File: config.mk
export PLATFORM = sky130hd
export DESIGN_NAME = cdb_writeback_top
export DESIGN_NICKNAME = d
export VERILOG_FILES = /design/src/common/cdb_pkg.sv /design/src/cdb/cdb_arbiter.sv /design/src/cdb/cdb_writeback_top.sv /design/src/hdl/alu_lane.sv /design/src/hdl/handshake_fifo.sv
export SDC_FILE = /design/constraint.sdc
export NUM_CORES = 2
export LEC_CHECK = 0
export ABC_AREA = 1
export BUFFER_PORTS_ARGS = -buffer_cell sky130_fd_sc_hd__buf_2
export CAP_MARGIN = 20
export CORE_MARGIN = 1
export CORE_UTILIZATION = 31
export CTS_CLUSTER_SIZE = 25
export DETAILED_ROUTE_END_ITERATION = 10
export PLACE_DENSITY_LB_ADDON = 0.3
export SLEW_MARGIN = 20
export SYNTH_ARGS = -nofsm -noshare
export SYNTH_HDL_FRONTEND = slang
export SYNTH_SLANG_ARGS = --single-unit
File: constraint.sdc
create_clock -name clk -period 12.3 [get_ports clk]
set_input_delay 1.845 -clock clk [delete_from_list [all_inputs] [get_ports clk]]
set_output_delay 1.845 -clock clk [all_outputs]
set_load 0.05 [all_outputs]
File: src/common/cdb_pkg.sv
package cdb_pkg;

    // datapath and tag widths
    localparam int XLEN     = 32;
    localparam int ROB_ID_W = 6;

    // writeback slice sizing
    localparam int FU_COUNT     = 4;
    localparam int CDB_COUNT    = 2;
    localparam int ISSUE_DEPTH  = 2;
    localparam int RESULT_DEPTH = 2;

    // index into the functional-unit lanes
    localparam int FU_IDX_W = $clog2(FU_COUNT);

    typedef logic [XLEN-1:0]     word_t;
    typedef logic [ROB_ID_W-1:0] rob_id_t;

    typedef enum logic [2:0] {
        OP_ADD = 3'd0,
        OP_SUB = 3'd1,
        OP_AND = 3'd2,
        OP_OR  = 3'd3,
        OP_XOR = 3'd4,
        OP_SLT = 3'd5,   // signed compare
        OP_SLL = 3'd6,
        OP_SRL = 3'd7
    } alu_op_e;

    // issued micro-op, 73 bits
    typedef struct packed {
        alu_op_e op;
        word_t   src0;
        word_t   src1;
        rob_id_t rob_id;
    } fu_req_t;

    // one broadcast item on the cdb, 39 bits
    typedef struct packed {
        logic    w_valid;
        rob_id_t rob_id;
        word_t   w_data;
    } cdb_info_t;

endpackage

File: src/cdb/cdb_arbiter.sv
`timescale 1ns/1ps

module cdb_arbiter import cdb_pkg::*; (
    input  logic                            clk,
    input  logic                            rst_n_i,
    input  logic                            flush_i,

    input  logic      [FU_COUNT-1:0]        fifo_valid_i,
    input  cdb_info_t [FU_COUNT-1:0]        fifo_data_i,
    output logic      [FU_COUNT-1:0]        fifo_ready_o,

    output cdb_info_t [CDB_COUNT-1:0]       cdb_o
);

    logic [FU_IDX_W-1:0]                  rr_ptr;
    logic [FU_IDX_W-1:0]                  last_idx;
    logic [FU_IDX_W-1:0]                  next_ptr;
    logic [FU_COUNT-1:0]                  grant;
    logic [CDB_COUNT-1:0][FU_IDX_W-1:0]   sel_idx;
    logic [CDB_COUNT-1:0]                 sel_vld;
    cdb_info_t [CDB_COUNT-1:0]            cdb_q;

    // scan from rr_ptr, first hits fill cdb lanes in order
    always_comb begin
        int idx;
        int n_grant;
        grant    = '0;
        sel_idx  = '0;
        sel_vld  = '0;
        last_idx = rr_ptr;
        n_grant  = 0;
        for (int k = 0; k < FU_COUNT; k++) begin
            idx = int'(rr_ptr) + k;
            if (idx >= FU_COUNT) idx = idx - FU_COUNT;
            if (fifo_valid_i[idx] && n_grant < CDB_COUNT) begin
                grant[idx]       = 1'b1;
                sel_idx[n_grant] = FU_IDX_W'(idx);
                sel_vld[n_grant] = 1'b1;
                last_idx         = FU_IDX_W'(idx);
                n_grant          = n_grant + 1;
            end
        end
    end

    // pointer moves just past the last winner
    assign next_ptr = (last_idx == FU_IDX_W'(FU_COUNT - 1)) ? '0 : last_idx + 1'b1;

    assign fifo_ready_o = grant; // grant doubles as the pop

    always_ff @(posedge clk or negedge rst_n_i) begin
        if (!rst_n_i) begin
            rr_ptr <= '0;
            cdb_q  <= '0;
        end else if (flush_i) begin
            rr_ptr <= '0;
            cdb_q  <= '0;
        end else begin
            if (|grant) begin
                rr_ptr <= next_ptr;
            end
            for (int c = 0; c < CDB_COUNT; c++) begin
                cdb_q[c]         <= fifo_data_i[sel_idx[c]];
                cdb_q[c].w_valid <= sel_vld[c];
            end
        end
    end

    assign cdb_o = cdb_q;

endmodule

File: src/cdb/cdb_writeback_top.sv
`timescale 1ns/1ps

module cdb_writeback_top import cdb_pkg::*; (
    input  logic                       clk,
    input  logic                       rst_n_i,
    input  logic                       flush_i,

    input  logic      [FU_COUNT-1:0]   issue_valid_i,
    input  fu_req_t   [FU_COUNT-1:0]   issue_req_i,
    output logic      [FU_COUNT-1:0]   issue_ready_o,

    output cdb_info_t [CDB_COUNT-1:0]  cdb_o
);

    // issue fifo -> alu lane
    logic      [FU_COUNT-1:0] req_valid;
    fu_req_t   [FU_COUNT-1:0] req_data;
    logic      [FU_COUNT-1:0] req_ready;

    // alu lane -> result fifo
    logic      [FU_COUNT-1:0] res_valid;
    cdb_info_t [FU_COUNT-1:0] res_data;
    logic      [FU_COUNT-1:0] res_ready;

    // result fifo -> arbiter
    logic      [FU_COUNT-1:0] fifo_valid;
    cdb_info_t [FU_COUNT-1:0] fifo_data;
    logic      [FU_COUNT-1:0] fifo_ready;

    for (genvar i = 0; i < FU_COUNT; i++) begin : g_lane
        handshake_fifo #(
            .T     (fu_req_t),
            .DEPTH (ISSUE_DEPTH)
        ) issue_fifo_i (
            .clk         (clk),
            .rst_n_i     (rst_n_i),
            .flush_i     (flush_i),
            .in_valid_i  (issue_valid_i[i]),
            .in_data_i   (issue_req_i[i]),
            .in_ready_o  (issue_ready_o[i]),
            .out_valid_o (req_valid[i]),
            .out_data_o  (req_data[i]),
            .out_ready_i (req_ready[i])
        );

        alu_lane alu_i (
            .clk         (clk),
            .rst_n_i     (rst_n_i),
            .flush_i     (flush_i),
            .req_valid_i (req_valid[i]),
            .req_i       (req_data[i]),
            .req_ready_o (req_ready[i]),
            .res_valid_o (res_valid[i]),
            .res_o       (res_data[i]),
            .res_ready_i (res_ready[i])
        );

        handshake_fifo #(
            .T     (cdb_info_t),
            .DEPTH (RESULT_DEPTH)
        ) result_fifo_i (
            .clk         (clk),
            .rst_n_i     (rst_n_i),
            .flush_i     (flush_i),
            .in_valid_i  (res_valid[i]),
            .in_data_i   (res_data[i]),
            .in_ready_o  (res_ready[i]),
            .out_valid_o (fifo_valid[i]),
            .out_data_o  (fifo_data[i]),
            .out_ready_i (fifo_ready[i])   // grant from the arbiter
        );
    end

    cdb_arbiter cdb_arb_i (
        .clk          (clk),
        .rst_n_i      (rst_n_i),
        .flush_i      (flush_i),
        .fifo_valid_i (fifo_valid),
        .fifo_data_i  (fifo_data),
        .fifo_ready_o (fifo_ready),
        .cdb_o        (cdb_o)
    );

endmodule

File: src/hdl/alu_lane.sv
`timescale 1ns/1ps

module alu_lane import cdb_pkg::*; (
    input  logic      clk,
    input  logic      rst_n_i,
    input  logic      flush_i,

    input  logic      req_valid_i,
    input  fu_req_t   req_i,
    output logic      req_ready_o,

    output logic      res_valid_o,
    output cdb_info_t res_o,
    input  logic      res_ready_i
);

    logic      valid_q;
    cdb_info_t res_q;
    word_t     alu_out;
    logic      accept;

    // take a new op when the output slot is empty or leaving this cycle
    assign req_ready_o = !valid_q || res_ready_i;
    assign accept      = req_valid_i && req_ready_o;

    always_comb begin
        case (req_i.op)
            OP_ADD:  alu_out = req_i.src0 + req_i.src1;
            OP_SUB:  alu_out = req_i.src0 - req_i.src1;
            OP_AND:  alu_out = req_i.src0 & req_i.src1;
            OP_OR:   alu_out = req_i.src0 | req_i.src1;
            OP_XOR:  alu_out = req_i.src0 ^ req_i.src1;
            OP_SLT:  alu_out = ($signed(req_i.src0) < $signed(req_i.src1)) ? 32'd1 : 32'd0;
            OP_SLL:  alu_out = req_i.src0 << req_i.src1[4:0];
            OP_SRL:  alu_out = req_i.src0 >> req_i.src1[4:0]; // logical shift
            default: alu_out = '0;
        endcase
    end

    // result payload, only meaningful while valid_q is set
    always_ff @(posedge clk) begin
        if (accept) begin
            res_q.w_valid <= 1'b1;
            res_q.rob_id  <= req_i.rob_id;
            res_q.w_data  <= alu_out;
        end
    end

    always_ff @(posedge clk or negedge rst_n_i) begin
        if (!rst_n_i) begin
            valid_q <= 1'b0;
        end else if (flush_i) begin
            valid_q <= 1'b0;     // drop anything in flight
        end else if (accept) begin
            valid_q <= 1'b1;
        end else if (res_ready_i) begin
            valid_q <= 1'b0;
        end
    end

    assign res_valid_o = valid_q;
    assign res_o       = res_q;

endmodule

File: src/hdl/handshake_fifo.sv
`timescale 1ns/1ps

module handshake_fifo import cdb_pkg::*; #(
    parameter type T     = word_t,
    parameter int  DEPTH = 2
) (
    input  logic clk,
    input  logic rst_n_i,
    input  logic flush_i,

    input  logic in_valid_i,
    input  T     in_data_i,
    output logic in_ready_o,

    output logic out_valid_o,
    output T     out_data_o,
    input  logic out_ready_i
);

    localparam int PTR_W = $clog2(DEPTH);
    localparam int CNT_W = $clog2(DEPTH + 1);

    T                 mem [DEPTH];
    logic [PTR_W-1:0] wr_ptr;
    logic [PTR_W-1:0] rd_ptr;
    logic [CNT_W-1:0] count;
    logic             push;
    logic             pop;

    // wrap works for depths that are not a power of two
    function automatic logic [PTR_W-1:0] ptr_inc(input logic [PTR_W-1:0] p);
        return (p == PTR_W'(DEPTH - 1)) ? '0 : p + 1'b1;
    endfunction

    assign in_ready_o  = (count != CNT_W'(DEPTH)); // low when full
    assign out_valid_o = (count != '0);
    assign out_data_o  = mem[rd_ptr];              // no bypass path

    assign push = in_valid_i && in_ready_o;
    assign pop  = out_valid_o && out_ready_i;

    always_ff @(posedge clk) begin
        if (push) begin
            mem[wr_ptr] <= in_data_i;
        end
    end

    always_ff @(posedge clk or negedge rst_n_i) begin
        if (!rst_n_i) begin
            wr_ptr <= '0;
            rd_ptr <= '0;
            count  <= '0;
        end else if (flush_i) begin
            wr_ptr <= '0;
            rd_ptr <= '0;
            count  <= '0;
        end else begin
            if (push) wr_ptr <= ptr_inc(wr_ptr);
            if (pop)  rd_ptr <= ptr_inc(rd_ptr);
            if (push && !pop)      count <= count + 1'b1;
            else if (pop && !push) count <= count - 1'b1;
        end
    end

endmodule

==> flow_metrics.tcl <==
set metrics [dict create \
    finalClockSkew_ns 0.0484 \
    cts_buffers 140 \
    start_util_pct 31.3 \
    cts_resized 0 \
    rr_worst_depth 18 \
    die-area_um2 262000 \
    pin_count 381 \
    hold_viol_final 0 \
    crit_path_top_delay_cell "dfrtp_1" \
    gp_congestion 1.05 \
    antenna_found_initial 37 \
    max_freq_mhz 192 \
    route.vias.total 78000 \
    nNetsFinal 11800 \
    clk_latency_ns 0.83 \
    first_pass_iters 9 \
    syn_area_um2 80600 \
    cp_max_fo 100 \
    fin_crit_ns 5.21 \
    drive_above_1_share_pct 8.56 \
    ff2ff_setup_slack_ns 7.09 \
    remaining_drc_errors 0 \
    grt_max_degree 101 \
    numClockSinks 1156 \
    drt-total-wl_um 345000 \
    r2r-start "cdb_arb_i.rr_ptr[0]" \
    synth_edf_count 1040 \
    grt_pass1_vias 70600 \
    hold_path.class "reg -> reg" \
    crit_buf_inv 3 \
    synth_fp_nets 11600 \
    worst_ep_arrival_time_ns 5.91 \
    die_h_um 512 \
    drv_cap 0 \
    io_buffers 380 \
    async_flop_share_pct 10.0 \
    synth_warnings 0 \
    cts_setup_buffers 0 \
    setup_tns_ns 0 \
    grt_pass1_wl_um 493000 \
    row_count 186 \
    slew_headroom_pct 25.1 \
    slowest_delay_ns 0.75 \
    ant_nets 0 \
    finalSetupViolations 0 \
    worst_setup_path_start_kind "register" \
    hold_end "g_lane[1].result_fifo_i.mem[0][10]" \
    tightest_slew_ns 1.12 \
    required_ns 12.99 \
    synth_cells 10900 \
    status "finished clean" \
    dpl.hpwl_um 269000 \
    h-tree-depth 4 \
    hold_buffers 0 \
    clock-root-buffer "clkbuf_16" \
    clk_pin_slew_ns 0.06 \
    ys_ff_latch 1156 \
    cts_tree "built" \
    cp_top_family "simple AND/OR/NAND/NOR gates" \
    final_common_cell "nand2_1" \
    overflow 0 \
    r2r_end "cdb_arb_i.cdb_o[42]" \
    ys_seq_area_share_pct 42.3 \
    min_period_over_period_pct 42.4 \
    slew_violations 0 \
    layout_common_cells "nand2_1, nand3_1, edfxtp_1" \
    syn_avg_cell_area_um2 7.40 \
    cts_max_path_buffers 4 \
    die_w_um 512 \
    rsz0062_at_grt "no" \
    hold_path.startpoint "g_lane[1].alu_i.res_o[10]" \
    design.core.area_um2 258000 \
    drtIter0Drc 10200 \
    critPathCaptureType "register" \
    wire_per_inst_um 23.8 \
    synth-main-ff-cell "edfxtp_1" \
    crit_path_cell_trace "inv_4, ha_1, inv_1, nand3_1, nand2_2, ha_1, nor2_2, fa_1, a21oi_2, nand2_2, nor2_4, inv_2, nand2_4, nand2_4, nand2_1, nand2_1, nor2_1, nor2_1" \
    grt_usage_pct 25.4 \
    hold_depth 0 \
    synth_cell_types 58 \
    area_growth_pct 11.8 \
    crit_type "reg -> reg" \
    avgViaCountPerCell 5.36 \
]
==> flip-flops by register name (all words and copies together), names as in the netlist <==
name and cells:
g_lane.result_fifo_i.mem 304, g_lane.result_fifo_i.wr_ptr 4, g_lane.alu_i.res_o 152, g_lane.result_fifo_i.rd_ptr 4
g_lane.alu_i.res_valid_o 4, g_lane.result_fifo_i.count 8, g_lane.issue_fifo_i.mem 584, cdb_arb_i.rr_ptr 2
g_lane.issue_fifo_i.wr_ptr 4, cdb_arb_i.cdb_o 78, g_lane.issue_fifo_i.count 8, g_lane.issue_fifo_i.rd_ptr 4
==> how the worst max path moves through the flow <==
stage / start / endpoint / cells past startpoint
after floorplan: issue_valid_i[0] / g_lane[0].issue_fifo_i.mem[1][0] / 2
after CTS: cdb_arb_i.rr_ptr[0] / cdb_arb_i.cdb_o[28] / 17
final: cdb_arb_i.rr_ptr[0] / cdb_arb_i.cdb_o[42] / 18
after global placement: cdb_arb_i.rr_ptr[0] / cdb_arb_i.cdb_o[1] / 17
after global routing: cdb_arb_i.rr_ptr[0] / cdb_arb_i.cdb_o[46] / 18
after detailed placement: cdb_arb_i.rr_ptr[0] / cdb_arb_i.cdb_o[17] / 17
==> per-stage QoR <==
stage | instance area [um2] | hold slack [ns] | cells | setup slack [ns] | utilization (%)
after CTS | 90100 | 0.435 | 14500 | 7.20 | 35.0
after detailed placement | 85700 | 0.430 | 14300 | 7.21 | 33.3
final | 90100 | 0.427 | 14500 | 7.09 | 35.0
after global placement | 85700 | 0.424 | 14300 | 7.28 | 33.3
after global routing | 90100 | 0.452 | 14500 | 6.75 | 35.0
after floorplan | 80600 | 0.421 | 10900 | 6.78 | -
==> logic make-up after synthesis <==
group,share of synthesized area (%)
simple gates,35.3
buf+inv,7.66
flops,42.3
compound gates,7.56
fa+ha+maj,6.43
xor+xnor,0.445
mux,0.298
==> routing by layer <==
metal | wire, um | GRT usage [%]
met1 | 149000 | 35.5
met2 | 148000 | 38.0
met3 | 28200 | 3.58
met4 | 20100 | 13.1
met5 | 142 | 0
==> cells in the mapped netlist, types with 7 or more instances <==
library cell	count	area share [%]
o21a_1	13	0.12
a21oi_1	442	2.7
dfrtp_1	116	3.6
inv_1	990	4.6
buf_1	35	0.16
inv_2	34	0.16
xor2_1	40	0.43
nand2_1	3281	15
o21ai_0	423	2.6
o21bai_1	29	0.27
a22oi_1	13	0.12
clkbuf_1	219	1.0
a221oi_1	7	0.076
or2_1	7	0.054
nor2_1	949	4.4
a31oi_1	10	0.078
edfxtp_1	1040	39
nor3_1	83	0.52
o221ai_1	16	0.17
fa_1	9	0.22
buf_4	45	0.42
a21o_1	9	0.084
o21ai_2	16	0.17
nand2_2	14	0.11
a211oi_1	11	0.10
buf_2	189	1.2
o22ai_1	48	0.37
or2_2	127	0.99
ha_1	400	6.2
nor4_1	8	0.062
mux2i_1	24	0.30
o211ai_1	29	0.27
nand3b_1	19	0.18
nand3_1	1925	12
nand4_1	170	1.3
o21ai_1	28	0.17
or2_0	7	0.054
nor2_2	9	0.070
==> area by class of cell <==
type	count	area (um2)
Sequential cell	1156	34100
Clock inverter	66	618
Multi-Input combinational cell	8210	40600
Timing Repair Buffer	506	2890
Clock buffer	173	3760
Antenna cell	9	22.5
Tap cell	3384	4230
Fill cell	27600	168000
Inverter	1030	3870
==> worst reg2reg max path, cell delays in order (launching register included) <==
cell and delay (ns):
dfrtp_1 0.75, inv_4 0.18, ha_1 0.45, inv_1 0.13
nand3_1 0.14, nand2_2 0.23, ha_1 0.28, nor2_2 0.11
fa_1 0.45, a21oi_2 0.17, nand2_2 0.11, nor2_4 0.14
inv_2 0.08, nand2_4 0.49, nand2_4 0.82, nand2_1 0.35
nand2_1 0.08, nor2_1 0.12, nor2_1 0.05
Power is not shown: default switching activity piles up to over one toggle a cycle in this logic, so the estimate is an artifact.
